## config.mk

```make
export PLATFORM = sky130hd
export DESIGN_NAME = pulse_transmitter
export DESIGN_NICKNAME = d
export VERILOG_FILES = /design/src/hw/pulse_tx_pkg.sv /design/src/hw/pulse_cfg_if.sv /design/src/hw/pulse_tx_regs.sv /design/src/hw/symbol_mem.sv /design/src/hw/pulse_sequencer.sv /design/src/hw/carrier_gen.sv /design/src/hw/pulse_transmitter.sv
export VERILOG_INCLUDE_DIRS = /design/src /design/src/include
export SDC_FILE = /design/constraint.sdc
export NUM_CORES = 1
export LEC_CHECK = 0
export BUFFER_PORTS_ARGS = -buffer_cell sky130_fd_sc_hd__buf_2
export CAP_MARGIN = 20
export CORE_ASPECT_RATIO = 1.75
export CORE_MARGIN = 4
export CORE_UTILIZATION = 33
export CTS_BUF_LIST = sky130_fd_sc_hd__clkbuf_2 sky130_fd_sc_hd__clkbuf_4 sky130_fd_sc_hd__clkbuf_8
export DETAILED_ROUTE_END_ITERATION = 7
export PLACE_DENSITY = 0.45
export SLEW_MARGIN = 0
export SYNTH_ARGS = -nofsm -noshare
export SYNTH_HDL_FRONTEND = slang
export SYNTH_SLANG_ARGS = --single-unit
```

## constraint.sdc

```tcl
create_clock -name clk -period 3.72 [get_ports clk]
set_input_delay 0.186 -clock clk [delete_from_list [all_inputs] [get_ports clk]]
set_output_delay 0.186 -clock clk [all_outputs]
set_load 0.01 [all_outputs]
```

## src/include/pulse_tx_settings.svh

```systemverilog
`ifndef PULSE_TX_SETTINGS_SVH
`define PULSE_TX_SETTINGS_SVH

// Peripheral bus and program store
`define PULSE_DATA_W      32
`define PULSE_ADDR_W      6
`define PULSE_MEM_WORDS   8
`define PULSE_MEM_AW      $clog2(`PULSE_MEM_WORDS)

// Sequencer and timer widths
`define PULSE_PC_W        8
`define PULSE_LOOP_W      8
`define PULSE_DUR_W       8
`define PULSE_PRESC_W     4
`define PULSE_CARRIER_W   16
`define PULSE_IRQ_W       3

// Write size codes on data_write_n, 2'b11 means no write
`define PULSE_WR_8        2'b00
`define PULSE_WR_32       2'b10

// Register word offsets, address bits 4:2
`define PULSE_REG_CTRL    3'd0
`define PULSE_REG_PROG    3'd1
`define PULSE_REG_DUR     3'd2
`define PULSE_REG_PRESC   3'd3
`define PULSE_REG_CARRIER 3'd4
`define PULSE_REG_SYM     3'd5

// Address bit that selects program memory
`define PULSE_MEM_SEL_BIT 5

// Control word fields
`define PULSE_CTRL_RUN_BIT     4
`define PULSE_CTRL_STOP_BIT    5
`define PULSE_CTRL_MASK_LSB    8
`define PULSE_CTRL_FOREVER_BIT 12
`define PULSE_CTRL_IDLE_BIT    13
`define PULSE_CTRL_INVERT_BIT  14
`define PULSE_CTRL_CARRIER_BIT 15
`define PULSE_CTRL_MODE_BIT    17

// Main prescaler sits in the top nibble of its register
`define PULSE_PRESC_LSB   28

`endif

```

## src/hw/pulse_tx_pkg.sv

```systemverilog
`include "pulse_tx_settings.svh"

package pulse_tx_pkg;

    // Bits per program element
    typedef enum logic {
        MODE_1BPE = 1'b0,
        MODE_2BPE = 1'b1
    } pulse_mode_t;

    // Register word index within the register half of the map
    typedef enum logic [2:0] {
        REG_CTRL    = `PULSE_REG_CTRL,
        REG_PROG    = `PULSE_REG_PROG,
        REG_DUR     = `PULSE_REG_DUR,
        REG_PRESC   = `PULSE_REG_PRESC,
        REG_CARRIER = `PULSE_REG_CARRIER,
        REG_SYM     = `PULSE_REG_SYM
    } pulse_reg_t;

    // Decoded configuration seen by the datapath
    typedef struct packed {
        pulse_mode_t                 mode;
        logic                        loop_forever;
        logic                        idle_level;
        logic                        invert;
        logic                        carrier_en;
        logic [`PULSE_IRQ_W-1:0]     irq_mask;
        logic [`PULSE_PC_W-1:0]      start_index;
        logic [`PULSE_PC_W-1:0]      end_index;
        logic [`PULSE_PC_W-1:0]      loopback_index;
        logic [`PULSE_LOOP_W-1:0]    loop_count;
        logic [`PULSE_DUR_W-1:0]     low_dur_a;
        logic [`PULSE_DUR_W-1:0]     low_dur_b;
        logic [`PULSE_DUR_W-1:0]     high_dur_a;
        logic [`PULSE_DUR_W-1:0]     high_dur_b;
        logic [`PULSE_PRESC_W-1:0]   prescaler;
        logic [`PULSE_CARRIER_W-1:0] carrier_half;
        logic [1:0]                  low_sym_0;
        logic [1:0]                  low_sym_1;
        logic [1:0]                  high_sym_0;
        logic [1:0]                  high_sym_1;
    } pulse_cfg_t;

    // Event pulses, timer_tick lands on bit 0 like the status field
    typedef struct packed {
        logic ended;
        logic looped;
        logic timer_tick;
    } pulse_evt_t;

endpackage

```

## src/hw/pulse_cfg_if.sv

```systemverilog
`timescale 1ns/1ps
`include "pulse_tx_settings.svh"

interface pulse_cfg_if
    import pulse_tx_pkg::*;
();

    // Configuration and run flag from the register block
    pulse_cfg_t cfg;
    logic       running;

    // Event pulses from the sequencer
    pulse_evt_t evt;

    // Sequencer state for readback
    logic [`PULSE_PC_W-1:0]   pc;
    logic [`PULSE_LOOP_W-1:0] loop_left;

    modport regs (
        output cfg,
        output running,
        input  evt,
        input  pc,
        input  loop_left
    );

    modport seq (
        input  cfg,
        input  running,
        output evt,
        output pc,
        output loop_left
    );

endinterface

```

## src/hw/pulse_tx_regs.sv

```systemverilog
`timescale 1ns/1ps
`include "pulse_tx_settings.svh"

module pulse_tx_regs
    import pulse_tx_pkg::*;
(
    input  logic                      clk,
    input  logic                      rst_n,
    input  logic [`PULSE_ADDR_W-1:0]  address,
    input  logic [`PULSE_DATA_W-1:0]  data_in,
    input  logic [1:0]                data_write_n,
    output logic [`PULSE_DATA_W-1:0]  data_out,
    output logic                      user_interrupt,
    pulse_cfg_if.regs                 cfg_bus,
    output logic                      mem_we,
    output logic [`PULSE_MEM_AW-1:0]  mem_addr,
    output logic [`PULSE_DATA_W-1:0]  mem_wdata
);

    pulse_cfg_t              cfg;
    logic                    running;
    logic [`PULSE_IRQ_W-1:0] status;
    logic [`PULSE_IRQ_W-1:0] evt_bits;
    logic                    wr_word;
    logic                    wr_any;
    logic                    mem_sel;
    pulse_reg_t              reg_idx;

    // Write size decode
    assign wr_word = (data_write_n == `PULSE_WR_32);
    assign wr_any  = wr_word || (data_write_n == `PULSE_WR_8);

    // Upper half of the map is program memory
    assign mem_sel = address[`PULSE_MEM_SEL_BIT];
    assign reg_idx = pulse_reg_t'(address[`PULSE_MEM_SEL_BIT-1:2]);

    // Only full word writes reach the program store
    assign mem_we    = wr_word && mem_sel;
    assign mem_addr  = address[`PULSE_MEM_AW+1:2];
    assign mem_wdata = data_in;

    // Events that are allowed to latch
    assign evt_bits = cfg_bus.evt & cfg.irq_mask;

    always_ff @(posedge clk) begin
        if (!rst_n) begin
            cfg     <= '0;
            running <= 1'b0;
            status  <= '0;
        end else begin
            // Events latch, a finished program drops the run flag
            status  <= status | evt_bits;
            running <= running && !cfg_bus.evt.ended;

            if (wr_any && !mem_sel) begin
                case (reg_idx)
                    REG_CTRL: begin
                        // Ones in the low bits clear status
                        status <= (status & ~data_in[`PULSE_IRQ_W-1:0]) | evt_bits;
                        // Stop wins over start
                        if (data_in[`PULSE_CTRL_STOP_BIT]) begin
                            running <= 1'b0;
                        end else if (data_in[`PULSE_CTRL_RUN_BIT]) begin
                            running <= 1'b1;
                        end
                        // Mode bits only with a full word
                        if (wr_word) begin
                            cfg.irq_mask     <= data_in[`PULSE_CTRL_MASK_LSB +: `PULSE_IRQ_W];
                            cfg.loop_forever <= data_in[`PULSE_CTRL_FOREVER_BIT];
                            cfg.idle_level   <= data_in[`PULSE_CTRL_IDLE_BIT];
                            cfg.invert       <= data_in[`PULSE_CTRL_INVERT_BIT];
                            cfg.carrier_en   <= data_in[`PULSE_CTRL_CARRIER_BIT];
                            cfg.mode         <= pulse_mode_t'(data_in[`PULSE_CTRL_MODE_BIT]);
                        end
                    end
                    REG_PROG: begin
                        // Start, end, loopback, loop count, one byte each
                        cfg.start_index    <= data_in[0 +: `PULSE_PC_W];
                        cfg.end_index      <= data_in[8 +: `PULSE_PC_W];
                        cfg.loopback_index <= data_in[16 +: `PULSE_PC_W];
                        cfg.loop_count     <= data_in[24 +: `PULSE_LOOP_W];
                    end
                    REG_DUR: begin
                        cfg.low_dur_a  <= data_in[0 +: `PULSE_DUR_W];
                        cfg.low_dur_b  <= data_in[8 +: `PULSE_DUR_W];
                        cfg.high_dur_a <= data_in[16 +: `PULSE_DUR_W];
                        cfg.high_dur_b <= data_in[24 +: `PULSE_DUR_W];
                    end
                    REG_PRESC: begin
                        cfg.prescaler <= data_in[`PULSE_PRESC_LSB +: `PULSE_PRESC_W];
                    end
                    REG_CARRIER: begin
                        cfg.carrier_half <= data_in[0 +: `PULSE_CARRIER_W];
                    end
                    REG_SYM: begin
                        // Symbols used in one-bit mode
                        cfg.low_sym_0  <= data_in[1:0];
                        cfg.low_sym_1  <= data_in[3:2];
                        cfg.high_sym_0 <= data_in[5:4];
                        cfg.high_sym_1 <= data_in[7:6];
                    end
                    default: begin
                    end
                endcase
            end
        end
    end

    assign cfg_bus.cfg     = cfg;
    assign cfg_bus.running = running;

    assign user_interrupt = |status;

    // Same word for every read address
    assign data_out = {8'h00, cfg_bus.pc, cfg_bus.loop_left, 3'b000, running, 1'b0, status};

endmodule

```

## src/hw/symbol_mem.sv

```systemverilog
`timescale 1ns/1ps
`include "pulse_tx_settings.svh"

module symbol_mem (
    input  logic                     clk,
    input  logic                     rst_n,
    input  logic                     we,
    input  logic [`PULSE_MEM_AW-1:0] waddr,
    input  logic [`PULSE_DATA_W-1:0] wdata,
    input  logic [`PULSE_MEM_AW-1:0] raddr,
    output logic [`PULSE_DATA_W-1:0] rdata
);

    logic [`PULSE_DATA_W-1:0] mem [`PULSE_MEM_WORDS];
    logic                     we_q;
    logic [`PULSE_MEM_AW-1:0] waddr_q;
    logic [`PULSE_DATA_W-1:0] wdata_q;

    // Write strobe delayed by one cycle
    always_ff @(posedge clk) begin
        if (!rst_n) begin
            we_q <= 1'b0;
        end else begin
            we_q <= we;
        end
    end

    // Capture stage
    always_ff @(posedge clk) begin
        if (we) begin
            waddr_q <= waddr;
            wdata_q <= wdata;
        end
    end

    // Store one edge after capture
    always_ff @(posedge clk) begin
        if (we_q) begin
            mem[waddr_q] <= wdata_q;
        end
    end

    assign rdata = mem[raddr];

endmodule

```

## src/hw/pulse_sequencer.sv

```systemverilog
`timescale 1ns/1ps
`include "pulse_tx_settings.svh"

module pulse_sequencer
    import pulse_tx_pkg::*;
(
    input  logic                     clk,
    input  logic                     rst_n,
    pulse_cfg_if.seq                 cfg_bus,
    output logic [`PULSE_MEM_AW-1:0] mem_raddr,
    input  logic [`PULSE_DATA_W-1:0] mem_rdata,
    output logic                     level,
    output logic                     valid
);

    // Prescaler counter covers up to 2^15 cycles per duration step
    localparam int PS_W  = (1 << `PULSE_PRESC_W) - 1;
    localparam int BIT_W = $clog2(`PULSE_DATA_W);
    // Start-up phases, load happens in the second fetch cycle
    localparam logic [1:0] WARM_LOAD = 2'd1;
    localparam logic [1:0] WARM_RUN  = 2'd2;
    localparam logic [`PULSE_PC_W-1:0] PC_STEP_1 = 1;
    localparam logic [`PULSE_PC_W-1:0] PC_STEP_2 = 2;

    pulse_cfg_t               cfg;
    logic                     running;
    logic [`PULSE_PC_W-1:0]   pc;
    logic [`PULSE_LOOP_W-1:0] loop_left;
    logic                     half;
    logic                     eof;
    logic                     looped;
    logic [1:0]               warm;
    logic [1:0]               sym_raw;
    logic [1:0]               sym;
    logic                     sym_bit;
    logic [`PULSE_DUR_W-1:0]  sym_dur;
    logic [`PULSE_DUR_W-1:0]  dur_cnt;
    logic [PS_W-1:0]          ps_cnt;
    logic [PS_W-1:0]          ps_reload;
    logic                     last_elem;
    logic                     expiry;
    logic                     step;

    assign cfg     = cfg_bus.cfg;
    assign running = cfg_bus.running;

    // Word select from the upper pc bits
    assign mem_raddr = pc[`PULSE_PC_W-1:BIT_W];

    // Symbol decode from the fetched word
    always_comb begin
        sym_raw = mem_rdata[{pc[BIT_W-1:1], 1'b0} +: 2];
        sym_bit = mem_rdata[pc[BIT_W-1:0]];
        if (cfg.mode == MODE_2BPE) begin
            sym = sym_raw;
        end else if (sym_bit) begin
            // One data bit gives symbol_0 then symbol_1
            sym = half ? cfg.high_sym_1 : cfg.high_sym_0;
        end else begin
            sym = half ? cfg.low_sym_1 : cfg.low_sym_0;
        end
        case (sym)
            2'd0:    sym_dur = cfg.low_dur_a;
            2'd1:    sym_dur = cfg.low_dur_b;
            2'd2:    sym_dur = cfg.high_dur_a;
            default: sym_dur = cfg.high_dur_b;
        endcase
    end

    // 2^prescaler - 1
    assign ps_reload = ~({PS_W{1'b1}} << cfg.prescaler);

    assign valid  = running && (warm == WARM_RUN);
    assign expiry = valid && (ps_cnt == '0) && (dur_cnt == '0);
    // First load after fetch, then one load per expiry
    assign step   = (running && (warm == WARM_LOAD)) || expiry;

    // Element finished once both halves are out in one-bit mode
    assign last_elem = (cfg.mode == MODE_2BPE) || half;

    // Program counter and loop control
    always_ff @(posedge clk) begin
        if (!rst_n || !running) begin
            pc        <= cfg.start_index;
            loop_left <= cfg.loop_count;
            half      <= 1'b0;
            eof       <= 1'b0;
            looped    <= 1'b0;
            warm      <= '0;
        end else begin
            looped <= 1'b0;
            if (warm != WARM_RUN) begin
                warm <= warm + 2'd1;
            end
            // pc moves as a symbol loads, so the next word is read ahead
            if (step) begin
                half <= !last_elem;
                if (last_elem) begin
                    if (pc == cfg.end_index) begin
                        if (!cfg.loop_forever && (loop_left == '0)) begin
                            // Last symbol loaded, finish on its expiry
                            eof <= 1'b1;
                        end else begin
                            pc        <= cfg.loopback_index;
                            loop_left <= loop_left - 1'b1;
                            looped    <= 1'b1;
                        end
                    end else begin
                        pc <= pc + ((cfg.mode == MODE_2BPE) ? PC_STEP_2 : PC_STEP_1);
                    end
                end
            end
        end
    end

    // Symbol countdown, (dur + 1) * 2^prescaler cycles
    always_ff @(posedge clk) begin
        if (!rst_n) begin
            dur_cnt <= '0;
            ps_cnt  <= '0;
            level   <= 1'b0;
        end else if (step) begin
            dur_cnt <= sym_dur;
            ps_cnt  <= ps_reload;
            // Upper symbol bit is the line level
            level   <= sym[1];
        end else if (valid) begin
            if (ps_cnt == '0) begin
                dur_cnt <= dur_cnt - 1'b1;
                ps_cnt  <= ps_reload;
            end else begin
                ps_cnt <= ps_cnt - 1'b1;
            end
        end
    end

    assign cfg_bus.evt.timer_tick = expiry;
    assign cfg_bus.evt.looped     = looped;
    assign cfg_bus.evt.ended      = expiry && eof;
    assign cfg_bus.pc             = pc;
    assign cfg_bus.loop_left      = loop_left;

endmodule

```

## src/hw/carrier_gen.sv

```systemverilog
`timescale 1ns/1ps
`include "pulse_tx_settings.svh"

module carrier_gen (
    input  logic                        clk,
    input  logic                        rst_n,
    input  logic                        en,
    input  logic [`PULSE_CARRIER_W-1:0] half_period,
    output logic                        carrier
);

    logic [`PULSE_CARRIER_W-1:0] cnt;

    // Square wave, half_period + 1 cycles per half
    always_ff @(posedge clk) begin
        if (!rst_n || !en) begin
            // Restart low whenever disabled
            cnt     <= '0;
            carrier <= 1'b0;
        end else if (cnt == half_period) begin
            cnt     <= '0;
            carrier <= !carrier;
        end else begin
            cnt <= cnt + 1'b1;
        end
    end

endmodule

```

## src/hw/pulse_transmitter.sv

```systemverilog
`timescale 1ns/1ps
`include "pulse_tx_settings.svh"

module pulse_transmitter (
    input  logic                     clk,
    input  logic                     rst_n,
    input  logic [`PULSE_ADDR_W-1:0] address,
    input  logic [`PULSE_DATA_W-1:0] data_in,
    input  logic [1:0]               data_write_n,
    output logic [`PULSE_DATA_W-1:0] data_out,
    output logic                     data_ready,
    output logic [7:0]               uo_out,
    output logic                     user_interrupt
);

    logic                     mem_we;
    logic [`PULSE_MEM_AW-1:0] mem_addr;
    logic [`PULSE_DATA_W-1:0] mem_wdata;
    logic [`PULSE_MEM_AW-1:0] mem_raddr;
    logic [`PULSE_DATA_W-1:0] mem_rdata;
    logic                     level;
    logic                     valid;
    logic                     carrier;
    logic                     shaped;
    logic                     pin_level;

    pulse_cfg_if cfg_bus ();

    pulse_tx_regs u_regs (
        .clk            (clk),
        .rst_n          (rst_n),
        .address        (address),
        .data_in        (data_in),
        .data_write_n   (data_write_n),
        .data_out       (data_out),
        .user_interrupt (user_interrupt),
        .cfg_bus        (cfg_bus.regs),
        .mem_we         (mem_we),
        .mem_addr       (mem_addr),
        .mem_wdata      (mem_wdata)
    );

    symbol_mem u_mem (
        .clk   (clk),
        .rst_n (rst_n),
        .we    (mem_we),
        .waddr (mem_addr),
        .wdata (mem_wdata),
        .raddr (mem_raddr),
        .rdata (mem_rdata)
    );

    pulse_sequencer u_seq (
        .clk       (clk),
        .rst_n     (rst_n),
        .cfg_bus   (cfg_bus.seq),
        .mem_raddr (mem_raddr),
        .mem_rdata (mem_rdata),
        .level     (level),
        .valid     (valid)
    );

    // Carrier runs in step with the symbol output
    carrier_gen u_carrier (
        .clk         (clk),
        .rst_n       (rst_n),
        .en          (cfg_bus.cfg.carrier_en && valid),
        .half_period (cfg_bus.cfg.carrier_half),
        .carrier     (carrier)
    );

    // Carrier gating, idle substitution, then optional inversion
    always_comb begin
        shaped    = cfg_bus.cfg.carrier_en ? (level && carrier) : level;
        pin_level = (valid ? shaped : cfg_bus.cfg.idle_level) ^ cfg_bus.cfg.invert;
    end

    assign uo_out[1:0] = {carrier, carrier};
    assign uo_out[2]   = valid;
    assign uo_out[3]   = 1'b0;
    assign uo_out[7:4] = {4{pin_level}};

    // Reads never stall
    assign data_ready = 1'b1;

endmodule

```

==> results of run 1 <==
## cell families after synthesis
group | count (synthesis) | synth area share
and+or+nand+nor | 490 | 0.113
DFF | 461 | 0.628
AOI/OAI and AO/OA | 304 | 0.109
muxes | 147 | 0.0856
buffers and inverters | 131 | 0.0349
xor gates and xnor gates | 48 | 0.0215
adders and majority gates | 10 | 0.00677
other | 2 | 0.000384
## final cells by class
class,count,area (um2)
fill,5689,34900
sequential,461,12300
multi-input combinational,1013,6990
timing repair buffer,229,1800
clock buffer,107,1300
tap,773,967
clock inverter,20,150
inverter,22,82.6
antenna,2,5.00
## worst max-delay path: cells and delay by family, from the launching register on
family / cells / cell delay [ns]
buffers and inverters: 6 / 0.94
DFF: 1 / 0.39
muxes: 2 / 0.53
and+or+nand+nor: 4 / 0.80
AOI/OAI and AO/OA: 5 / 0.96
## how the worst max path moves through the flow
stage                                          to  slack, ns  cells after the start
floorplan           u_seq.dur_cnt[2]$_SDFFE_PN0P_       0.41                     13
global placement    u_seq.dur_cnt[7]$_SDFFE_PN0P_      -0.15                     12
detailed placement  u_seq.dur_cnt[6]$_SDFFE_PN0P_      -0.13                     12
CTS                 u_seq.dur_cnt[7]$_SDFFE_PN0P_      0.002                     17
global route        u_seq.dur_cnt[1]$_SDFFE_PN0P_      -0.12                     15
finish              u_seq.dur_cnt[1]$_SDFFE_PN0P_       0.01                     17
## state kept, by name, indices dropped and copies added, names as in the netlist, named ones only
name,count
u_seq.warm,2
u_mem.we_q,1
u_regs.cfg_bus.running,1
u_carrier.cnt,16
u_regs.cfg_bus.cfg,100
u_mem.waddr_q,3
u_seq.cfg_bus.loop_left,8
u_seq.cfg_bus.pc,8
u_mem.mem,256
u_seq.half,1
u_mem.wdata_q,32
u_seq.looped,1
u_regs.status,3
u_seq.dur_cnt,8
u_carrier.carrier,1
u_seq.ps_cnt,15
u_seq.level,1
u_seq.eof,1
## cells in the final DEF (no fill, tap or decap), types with 26 or more instances in the layout
cell type and instances:
xnor2_1 26, edfxtp_1 307, nand2_1 265, o21ai_0 54, buf_2 66, nand3_1 38
dfxtp_1 151, a21boi_0 98, mux2i_1 106, a22oi_1 40, clkbuf_8 80, dlygate4sd3_1 37
clkbuf_4 27, a21oi_1 36, nor2_1 55, buf_4 109
## timing repair
item | CTS | global route
pin swaps | 9 | 22
gates cloned | 2 | 0
endpoints found under the setup margin | 8 | 9
resized for setup | 30 | 34
endpoints found under the hold margin | 142 | 0
hold buffers | 37 | 0
setup buffers | 9 | 6
## per-stage QoR
step	power (mW)	std cells	hold slack, ns	TNS [ns]
2_1_floorplan	5.87	1605	0.285	0
3_3_place_gp	6.08	2446	0.448	-0.595
3_5_place_dp	6.08	2446	0.457	-0.639
4_1_cts	10.6	2620	0.0426	0
5_1_grt	10.8	2626	0.0915	-0.683
6_report	10.4	2627	0.100	0
## power groups by stage
| stage | sequential (mW) | combinational, mW | clock (mW) |
|---|---|---|---|
| 6_report | 5.57 | 0.455 | 4.38 |
| 5_1_grt | 5.57 | 0.489 | 4.76 |
| 4_1_cts | 5.57 | 0.452 | 4.54 |
| 3_5_place_dp | 5.68 | 0.406 | 0 |
| 3_3_place_gp | 5.67 | 0.406 | 0 |
| 2_1_floorplan | 5.65 | 0.222 | 0 |
## per-layer routing
metal | vias up | track usage | routed length (um)
li1 | 6216 | - | -
met1 | 6364 | 0.199 | 21600
met2 | 271 | 0.355 | 32700
met3 | 96 | 0.0301 | 2120
met4 | 0 | 0.0779 | 2430
met5 | - | 0 | 0
==> results.txt, run 1 <==
----------------------------------------------------
[Setup path]
  Critical register-to-register path endpoint ... u_seq.dur_cnt[1]$_SDFFE_PN0P_
  Kind of critical path ... register to register
  Largest fanout of any net on the critical path ... 7
  Critical path launch point type ... register
  Cell with the biggest individual delay on the critical path ... dfxtp_4
  CP Data Arrival Time ... 4.24 ns
  Worst EP required ... 4.25 ns
  Cell depth of the worst flop-to-flop path ... 17
  Slowest stage delay, CP ... 0.39 ns
  Kind of end point of the critical path ... register
  Critical-path cell list ... buf_12 > buf_4 > and2b_2 > buf_8 > a222oi_1 > and3_1 > nor4_1 > buf_4 > nor4_4 > o32ai_4 > buf_6 > mux2_4 > a211oi_2 > buf_6 > mux2i_2 > a211oi_2 > o221a_1
  Reg-to-reg slack, setup ... 0.01 ns

[STA]
  Post-route clock period utilization ... 0.996
  RSZ-0062 raised after global routing ... true
  Final max-slew violation count ... 0
  Smallest setup slack after layout ... 0.0130 ns
  Final critical delay including setup and external delays ... between 3 and 4 ns
  Endpoints failing hold ... 0
  Highest achievable clock rate ... between 0.2 and 0.3 GHz
  Post-route clock skew ... 0.0302 ns
  Slew Limit Headroom ... 0.308
  Final Setup Violations ... 0
  Worst Max-Slew Pin Slew ... between 1 and 1.5 ns

[Floorplanning]
  Area enclosed by the die boundary ... 63500 um2
  # rows ... 117
  Floorplan Core Area ... 58600 um2
  Height of the die ... approximately 330 um
  Starting density of the core ... 0.334
  Number of top-level design ports ... 84
  Die extent in x ... 192 um

[Finish]
  Final design area excluding fillers ... 23600 um2
  Number of nets in the finished design ... approximately 1900
  Post-route core utilization ... 0.403
  Fraction of final layout cells sized beyond drive strength 1 ... 0.220
  Layout overhead on the synthesized area ... 20.6%

[Placed design]
  GPL Wtd Cong ... slightly above 0.8
  I/O Buffers ... 67
  Half-perimeter wire length after detailed placement ... 40.2 mm
  Worst Setup Slack post-DPL ... -0.130 ns
  Placed cell areas ... 21300 um2

[Logic synthesis]
  Top cell type's share of synthesized area ... 0.471
  Warning count from the yosys run ... 0
  Area contributors post-synth ... edfxtp_1, dfxtp_1, mux2i_1
  Post-synth top flop ... edfxtp_1
  Synthesized area ... around 20000 um2
  Synth Area per Inst ... 12.3 um2
  Cell variety after synth ... 81
  Most instantiated cells after synthesis ... edfxtp_1, nand2_1, dfxtp_1, mux2i_1, a21boi_0
  Async set or reset register ratio after synthesis ... 0
  Number of enable-type register cells in the synthesized netlist ... 307
  Synth area leader ... edfxtp_1
  Cell with the most instances after synthesis ... edfxtp_1
  Register area share after synthesis ... 0.628
  Register bit count reported by yosys ... 461
  Gate count of the mapped netlist ... 1593

[Drt]
  Sum of routed wire length over all layers ... between 50 and 60 mm
  Number of vias after detailed routing ... ~13000
  Post-detailed-route via-to-cell ratio ... roughly 4.9
  First drt pass iteration count ... 5
  DRC violations left ... 0
  Number of design-rule violations left by the first detailed-router iteration ... about 660
  Antenna Nets Post-Route ... 0
  Average routed wire per standard cell ... 22.4 um

[Clocking]
  CTS tree ... built
  Clock slew at the register clock pins of the worst setup and hold paths ... 0.07 ns
  H-tree depth reported by CTS ... 3
  Clk Latency, worst-skew pair ... 0.63 ns
  Clk sinks ... 461
  Clk buf depth ... 3
  Number of buffers inserted during clock tree synthesis ... roughly 70
  Clock root cell ... clkbuf_8

[Hold path]
  Cells on Worst Hold Path ... 2
  Worst hold start ... rst_n
  Worst Hold Path EP ... u_regs.cfg_bus.cfg[88]$_SDFFE_PN0P_
  Worst min path class ... input port to register

[Pwr]
  Net switching power figure ... 2.33 mW
  Worst-case vdd ir drop ... 0.000332 V
  Pwr dens ... 441 nW/um2
  Sequential share of power ... 0.535
  Comb power frac ... 0.044
  Switching power share of the total ... 0.224
  Share of power burned in the clock network ... 0.421
  Static leakage ... ~7.9 nW
  Design internal power ... 8.07 mW

[Global route]
  Initial antenna violation count ... 4
  Global-route total usage across every layer ... 0.186
  Grt ovf ... 0
  Via count of the first global-routing pass ... roughly 14000
  Maximum number of pins on one net before global-route repair ... just under 80
  Wire length of the first global-routing pass ... 86.8 mm

[Flow run]
  Max-cap viol count ... 0

[Status]
  Result of the run ... completed

----------------------------------------------------
No activity file was read; power rests on OpenSTA's default activity.
==> run 2, diff against run 1 <==
--- a/config.mk
+++ b/config.mk
@@ -11,7 +11,6 @@
 export CORE_ASPECT_RATIO = 1.75
 export CORE_MARGIN = 4
 export CORE_UTILIZATION = 33
-export CTS_BUF_LIST = sky130_fd_sc_hd__clkbuf_2 sky130_fd_sc_hd__clkbuf_4 sky130_fd_sc_hd__clkbuf_8
 export DETAILED_ROUTE_END_ITERATION = 7
 export PLACE_DENSITY = 0.45
 export SLEW_MARGIN = 0
==> constraint.sdc (replaced) <==
create_clock -name clk -period 4.5 [get_ports clk]
set_input_delay 0.225 -clock clk [delete_from_list [all_inputs] [get_ports clk]]
set_output_delay 0.225 -clock clk [all_outputs]
set_load 0.01 [all_outputs]
==> run 2 against run 1 <==
Via count down 3.4%. Die area unchanged. Final area down 5.1%. Non-clock buffer count down 87. Cell count down 5.2%. Critical path depth down 4. Wire length down 4.7%. Core utilization down 2.1 points. Worst setup slack better by 0.54 ns. Clock-buffer cell count down 54. Flip-flop and latch count unchanged. Sequential power down 17%. Largest power group unchanged.
==> results.txt, run 2 (same netlist as run 1, synthesis figures left out) <==
----------------------------------------------------
[Floorplanning]
  Starting density of the core ... 0.334 (unchanged)
  Area enclosed by the die boundary ... 63500 um2 (unchanged)
  Height of the die ... 330 um (unchanged)
  Floorplan Core Area ... 58600 um2 (unchanged)
  Die extent in x ... 192 um (unchanged)
  Number of top-level design ports ... 84 (unchanged)
  # rows ... 117 (unchanged)

[STA]
  Worst Max-Slew Pin Slew ... 0.964 ns (-0.0713 ns)
  Highest achievable clock rate ... 0.253 GHz (-6.1%)
  Slew Limit Headroom ... 0.356 (+0.0476)
  Post-route clock period utilization ... 0.877 (-0.120)
  Final Setup Violations ... 0 (unchanged)
  Endpoints failing hold ... 0 (unchanged)
  Final max-slew violation count ... 0 (unchanged)
  Total negative setup slack ... 0 ns (unchanged)
  Smallest setup slack after layout ... 0.554 ns (+0.541 ns)
  RSZ-0062 raised after global routing ... false
  Final critical delay including setup and external delays ... 3.95 ns (+0.239 ns)
  Hold Slack ... 0.0239 ns (-0.0765 ns)
  Post-route clock skew ... 0.0175 ns (-0.0127 ns)

[Finish]
  Highest-count cells in the layout ignoring fill and taps ... edfxtp_1, nand2_1, dfxtp_1
  Layout overhead on the synthesized area ... 14.4%
  Number of nets in the finished design ... 1736 (-6.2%)
  Area occupied by multi-input gates ... 6720 um2 (-3.9%)
  Most common cell after layout, fill and taps aside ... edfxtp_1
  Largest Register ... u_mem.mem
  FF/Latch Area ... 12300 um2 (about the same)
  Fraction of final layout cells sized beyond drive strength 1 ... 0.142 (-0.0782)
  Post-route core utilization ... 0.383 (-0.0207)
  Antenna diode count ... 0 (-2)
  Largest registers ... u_mem.mem x256, u_regs.cfg_bus.cfg x100, u_mem.wdata_q x32
  Number of standard cells in the layout, taps in and fillers out ... 2490 (-5.2%)
  Filler cells ... 5820 (+2.3%)
  Flip-flop count of the largest register after layout ... 256 (unchanged)

[Pwr]
  Static leakage ... 7.30 nW (-8.1%)
  Pwr dens ... 380 nW/um2 (-14%)
  Worst-case vdd ir drop ... 0.000307 V (-7.6%)

[Setup path]
  Critical path launch point type ... register
  Cell depth of the worst flop-to-flop path ... 13 (-4)
  Critical register-to-register path endpoint ... u_seq.dur_cnt[7]$_SDFFE_PN0P_
  Critical path buffer and inverter count ... 2 (-4)
  Slowest stage delay, CP ... 0.63 ns (+0.24 ns)
  Kind of critical path ... register to register
  CP Data Arrival Time ... 4.39 ns (+0.15 ns)
  Worst EP required ... 4.94 ns (+0.69 ns)
  Reg-to-reg slack, setup ... 0.55 ns (+0.54 ns)
  Critical-path cell list ... and2_1 > buf_4 > a22oi_1 > a31oi_1 > mux2i_1 > nor4_4 > o32ai_4 > mux2_1 > o211ai_2 > buf_12 > mux2_2 > o22ai_1 > nor3_1
  Largest fanout of any net on the critical path ... 12 (+5)
  Largest delay share family, worst path ... compound AO/OA/AOI/OAI gates
  Kind of end point of the critical path ... register
  Cell with the biggest individual delay on the critical path ... dfxtp_1

[Placed design]
  Worst Setup Slack post-DPL ... 0.468 ns (+0.598 ns)
  GPL Wtd Cong ... 0.791 (-3.6%)
  Half-perimeter wire length after detailed placement ... 37.9 mm (-5.8%)
  Number of instances in the placed design ... 2391 (-2.2%)
  I/O Buffers ... 67 (unchanged)

[Drt]
  Number of design-rule violations left by the first detailed-router iteration ... 567 (-14%)
  Number of vias after detailed routing ... 12512 (-3.4%)
  Routed metal-1 wirelength ... 21.5 mm (-0.50%)
  First drt pass iteration count ... 5 (unchanged)
  DRC violations left ... 0 (unchanged)
  Antenna Nets Post-Route ... 0 (unchanged)
  Post-detailed-route via-to-cell ratio ... 5.02 (+2.0%)
  Detailed route wirelength on metal2 ... 30.3 mm (-7.3%)
  Average routed wire per standard cell ... 22.5 um (+0.56%)
  Detail Route met3 WL ... 1.90 mm (-10%)
  Sum of routed wire length over all layers ... 56.1 mm (-4.7%)
  Uppermost routed layer ... met4

[Status]
  Result of the run ... completed

[Global route]
  Wire length of the first global-routing pass ... 82.5 mm (-5.0%)
  Via count of the first global-routing pass ... 12592 (-7.0%)
  Global-route total usage across every layer ... 0.176 (-0.00996)
  Initial antenna violation count ... 1 (-3)
  Maximum number of pins on one net before global-route repair ... 89 (+14%)
  Grt ovf ... 0 (unchanged)

[Hold path]
  Worst min path class ... input port to register
  Worst Hold Path EP ... u_mem.wdata_q[28]$_DFFE_PP_
  Cells on Worst Hold Path ... 1 (-1)
  Worst hold start ... data_in[28]

[Clocking]
  Setup fix buffers added after clock tree synthesis ... 0 (-9)
  Number of buffers inserted during clock tree synthesis ... 44 (-38%)
  Clock root cell ... clkbuf_16
  CTS tree ... built
  Clk sinks ... 461 (unchanged)
  Clk buf depth ... 3 (unchanged)
  Clk Latency, worst-skew pair ... 0.56 ns (-0.07 ns)
  H-tree depth reported by CTS ... 2 (-1)
  Post_cts resized ... 0 (-100%)
  Clock slew at the register clock pins of the worst setup and hold paths ... 0.06 ns (about the same)

[Flow run]
  Max-cap viol count ... 0 (unchanged)

----------------------------------------------------
[run 2: cell types whose count changed in the layout (fill, tap and decap cells not counted), sizes merged]
cell / previous run / this run
buf: 192 / 124
inv: 21 / 22
clkinv: 15 / 20
diode: 2 / 0
clkbuf: 107 / 53
dlygate4sd3: 37 / 18
[run 2: layer usage]
metal	track usage	vias to the layer above
met1	0.200	6232
met2	0.327	223
li1	-	5976
met4	0.0721	0
met3	0.0232	81
met5	0	-
[run 2: what timing repair did]
action / 4_1_cts / 5_1_grt
hold buffers: 17 / 1
setup endpoints to repair: 0 / 0
hold endpoints to repair: 47 / 1
[run 2: power by group]
part	internal, mW	switching [mW]	total (mW)
clock network	1.95	1.63	3.58
registers	4.55	0.0521	4.60
logic	0.120	0.210	0.331
[run 2: cell type report]
class / count / share of cell area
clock buffer: 53 / 0.0516
multi-input combinational: 1013 / 0.300
tap: 773 / 0.0432
inverter: 22 / 0.00369
timing repair buffer: 142 / 0.0439
sequential: 461 / 0.549
clock inverter: 26 / 0.00832
[run 2: worst max path at each step]
stage	slack, ns	to	start	depth (start not counted)
final	0.55	u_seq.dur_cnt[7]$_SDFFE_PN0P_	register	13
after global routing	0.34	u_seq.dur_cnt[7]$_SDFFE_PN0P_	register	13
after CTS	0.48	u_seq.dur_cnt[7]$_SDFFE_PN0P_	register	13
after detailed placement	0.47	u_seq.dur_cnt[7]$_SDFFE_PN0P_	register	13
after global placement	0.47	u_seq.dur_cnt[7]$_SDFFE_PN0P_	register	13
after floorplan	1.19	u_seq.dur_cnt[2]$_SDFFE_PN0P_	register	13
[run 2: metrics by stage]
stage          total power [mW]  cell area (um2)
3_3_place_gp               5.02            20900
5_1_grt                    8.81            22400
3_5_place_dp               5.02            20900
4_1_cts                    8.63            22400
2_1_floorplan              4.86            19600
6_report                   8.51            22400
[run 2: worst reg2reg max path: stages, from the launching register on]
cell,delay [ns]
dfxtp_1,0.63
and2_1,0.35
buf_4,0.28
a22oi_1,0.13
a31oi_1,0.45
mux2i_1,0.24
nor4_4,0.25
o32ai_4,0.17
mux2_1,0.35
o211ai_2,0.22
buf_12,0.17
mux2_2,0.34
o22ai_1,0.21
nor3_1,0.06
==> run 3, diff against run 2 <==
--- a/config.mk
+++ b/config.mk
@@ -10,9 +10,9 @@
 export CAP_MARGIN = 20
 export CORE_ASPECT_RATIO = 1.75
 export CORE_MARGIN = 4
-export CORE_UTILIZATION = 33
+export CORE_UTILIZATION = 40
 export DETAILED_ROUTE_END_ITERATION = 7
-export PLACE_DENSITY = 0.45
+export PLACE_DENSITY = 0.53
 export SLEW_MARGIN = 0
 export SYNTH_ARGS = -nofsm -noshare
 export SYNTH_HDL_FRONTEND = slang
==> run 3 against run 2 <==
Clock power grew 4%. Worst setup slack got worse by 0.15 ns. Clock skew rose by 0.0014 ns. Sequential power about the same. Clock-buffer cell count rose by 9. Final area decreased by 0.79%. Via count decreased by 0.21%. Critical path depth is the same. Power is 1.5% higher.
==> results.txt, run 3 (same netlist as run 1, synthesis figures left out) <==
----------------------------------------------------
[Status]
  Result of the run ... completed

[Drt]
  Antenna Nets Post-Route ... 0 (unchanged)
  First drt pass iteration count ... 6 (+1)
  Sum of routed wire length over all layers ... 52.6 mm (-6.3%)
  Average routed wire per standard cell ... 22.3 um (-0.92%)
  Post-detailed-route via-to-cell ratio ... 5.30 (+5.5%)
  DRC violations left ... 0 (unchanged)
  Number of vias after detailed routing ... 12486 (-0.21%)
  Number of design-rule violations left by the first detailed-router iteration ... 734 (+29%)

[Setup path]
  Critical register-to-register path endpoint ... u_seq.dur_cnt[7]$_SDFFE_PN0P_
  Cell depth of the worst flop-to-flop path ... 13 (unchanged)
  CP Data Arrival Time ... 4.53 ns (+0.14 ns)
  Critical-path cell list ... nor2b_1 > buf_12 > a22oi_1 > nand3_1 > nand3_1 > a2111oi_2 > o32ai_4 > mux2_1 > o211ai_2 > buf_12 > mux2_2 > o22ai_1 > nor3_1
  Largest delay share family, worst path ... compound AO/OA/AOI/OAI gates
  Slowest stage delay, CP ... 0.77 ns (+0.14 ns)
  Kind of end point of the critical path ... register
  Largest fanout of any net on the critical path ... 15 (+3)
  Cell with the biggest individual delay on the critical path ... dfxtp_1
  Kind of critical path ... register to register
  Critical path launch point type ... register
  Critical path buffer and inverter count ... 2 (unchanged)
  Worst EP required ... 4.93 ns (about the same)
  Reg-to-reg slack, setup ... 0.40 ns (-0.15 ns)

[Finish]
  Most common cell after layout, fill and taps aside ... edfxtp_1
  Post-route core utilization ... 0.457 (+0.0747)
  Number of nets in the finished design ... 1719 (-0.98%)
  Fraction of final layout cells sized beyond drive strength 1 ... 0.136 (-0.00631)
  Largest Register ... u_mem.mem
  Highest-count cells in the layout ignoring fill and taps ... edfxtp_1, nand2_1, dfxtp_1
  Layout overhead on the synthesized area ... 13.5%
  FF/Latch Area ... 12300 um2 (unchanged)
  Largest registers ... u_mem.mem x256, u_regs.cfg_bus.cfg x100, u_mem.wdata_q x32
  Filler cells ... 4435 (-24%)
  Flip-flop count of the largest register after layout ... 256 (unchanged)
  Number of standard cells in the layout, taps in and fillers out ... 2356 (-5.4%)
  Area occupied by multi-input gates ... 6720 um2 (about the same)

[Global route]
  Initial antenna violation count ... 0 (-1)
  Global-route total usage across every layer ... 0.199 (+0.0229)
  Wire length of the first global-routing pass ... 79.5 mm (-3.7%)
  Grt ovf ... 0 (unchanged)
  Via count of the first global-routing pass ... 12636 (+0.35%)
  Maximum number of pins on one net before global-route repair ... 78 (-12%)

[Floorplanning]
  Die extent in x ... 175 um (-8.8%)
  Height of the die ... 301 um (-8.9%)
  # rows ... 107 (-8.5%)
  Floorplan Core Area ... 48600 um2 (-17%)
  Area enclosed by the die boundary ... 52700 um2 (-17%)
  Number of top-level design ports ... 84 (unchanged)
  Starting density of the core ... 0.403 (+0.0685)

[Hold path]
  Worst hold start ... data_in[11]
  Worst Hold Path EP ... u_mem.wdata_q[11]$_DFFE_PP_
  Worst min path class ... input port to register
  Cells on Worst Hold Path ... 1 (unchanged)

[Placed design]
  Half-perimeter wire length after detailed placement ... 35.2 mm (-6.9%)
  I/O Buffers ... 67 (unchanged)
  Number of instances in the placed design ... 2260 (-5.5%)
  GPL Wtd Cong ... 0.823 (+4.1%)

[Pwr]
  Static leakage ... 7.28 nW (-0.25%)
  Power consumption ... 8.64 mW (+1.5%)
  Pwr dens ... 389 nW/um2 (+2.3%)
  Worst-case vdd ir drop ... 0.000310 V (+1.2%)

[STA]
  Slew Limit Headroom ... 0.335 (-0.0213)
  Post-route clock period utilization ... 0.910 (+0.0335)
  Total negative setup slack ... 0 ns (unchanged)
  Final critical delay including setup and external delays ... 4.10 ns (+0.151 ns)
  RSZ-0062 raised after global routing ... false
  Final max-slew violation count ... 0 (unchanged)
  Worst Max-Slew Pin Slew ... 0.996 ns (+0.0319 ns)
  Endpoints failing hold ... 0 (unchanged)
  Final Setup Violations ... 0 (unchanged)
  Post-route clock skew ... 0.0189 ns (+0.00143 ns)
  Highest achievable clock rate ... 0.244 GHz (-3.7%)

[Clocking]
  Clk Latency, worst-skew pair ... 0.55 ns (about the same)
  Number of buffers inserted during clock tree synthesis ... 43 (-2.3%)
  Post_cts resized ... 0 (unchanged)
  CTS tree ... built
  Clock slew at the register clock pins of the worst setup and hold paths ... 0.06 ns (about the same)
  H-tree depth reported by CTS ... 2 (unchanged)
  Clk buf depth ... 3 (unchanged)
  Clock root cell ... clkbuf_16
  Clk sinks ... 461 (unchanged)

[Flow run]
  Max-cap viol count ... 0 (unchanged)

----------------------------------------------------
run 3: cell types whose count changed in the layout (fill, tap and decap cells not counted):
cell           change
inv_6              -1
clkinv_1           -3
clkinv_2           -3
clkinvlp_4         -4
clkbuf_8           +6
buf_4             -13
nor2b_2            -1
nor2b_1            +1
clkbuf_1           +3
diode_2            +1
bufinv_16          +2
buf_12             +1
dlygate4sd3_1      -4
run 3: repair_timing:
action                                 CTS  global route
buffers inserted                         0             0
hold buffers                            13             1
endpoints found under the hold margin   31             1
run 3: per-layer routing:
metal	up-vias	wire length, um	global-route usage
li1	5951	-	-
met5	-	0	0
met4	0	2620	0.0919
met2	283	27900	0.367
met3	105	1850	0.0206
met1	6147	20200	0.229
run 3: report_power, final:
| group | internal, mW | total, mW | switching, mW |
|---|---|---|---|
| logic | 0.111 | 0.313 | 0.202 |
| clock network | 2.16 | 3.73 | 1.57 |
| registers | 4.55 | 4.60 | 0.0528 |
run 3: worst reg2reg max path, cell delays in order (launching register included):
cell	delay, ns
dfxtp_1	0.77
nor2b_1	0.50
buf_12	0.22
a22oi_1	0.09
nand3_1	0.17
nand3_1	0.11
a2111oi_2	0.64
o32ai_4	0.20
mux2_1	0.35
o211ai_2	0.21
buf_12	0.17
mux2_2	0.33
o22ai_1	0.16
nor3_1	0.06
run 3: worst max-delay path by stage:
stage,endpoint,slack (ns),start,depth (start not counted)
2_1_floorplan,u_seq.dur_cnt[2]$_SDFFE_PN0P_,1.19,register,13
3_3_place_gp,u_seq.dur_cnt[7]$_SDFFE_PN0P_,0.44,register,13
3_5_place_dp,u_seq.dur_cnt[5]$_SDFFE_PN0P_,0.37,register,13
4_1_cts,u_seq.dur_cnt[7]$_SDFFE_PN0P_,0.34,register,13
5_1_grt,u_seq.dur_cnt[6]$_SDFFE_PN0P_,0.16,register,13
6_report,u_seq.dur_cnt[7]$_SDFFE_PN0P_,0.40,register,13
run 3: stage by stage:
stage / worst slack (ns) / cell area [um2] / hold WS [ns]
after floorplan: 1.19 / 19600 / 0.324
after global placement: 0.437 / 20600 / 0.449
after detailed placement: 0.367 / 20600 / 0.457
after CTS: 0.339 / 22200 / 0.00637
after global routing: 0.165 / 22200 / 0.00419
final: 0.403 / 22200 / 0.0221
run 3: final cells by class:
class | count | area share
inverters | 22 | 0.00372
clock inverters | 17 | 0.00816
well taps | 654 | 0.0368
diodes | 1 | 0.000113
flip-flops and latches | 461 | 0.554
clock buffers | 62 | 0.0562
multi-input cells | 1013 | 0.302
repair buffers | 126 | 0.0390
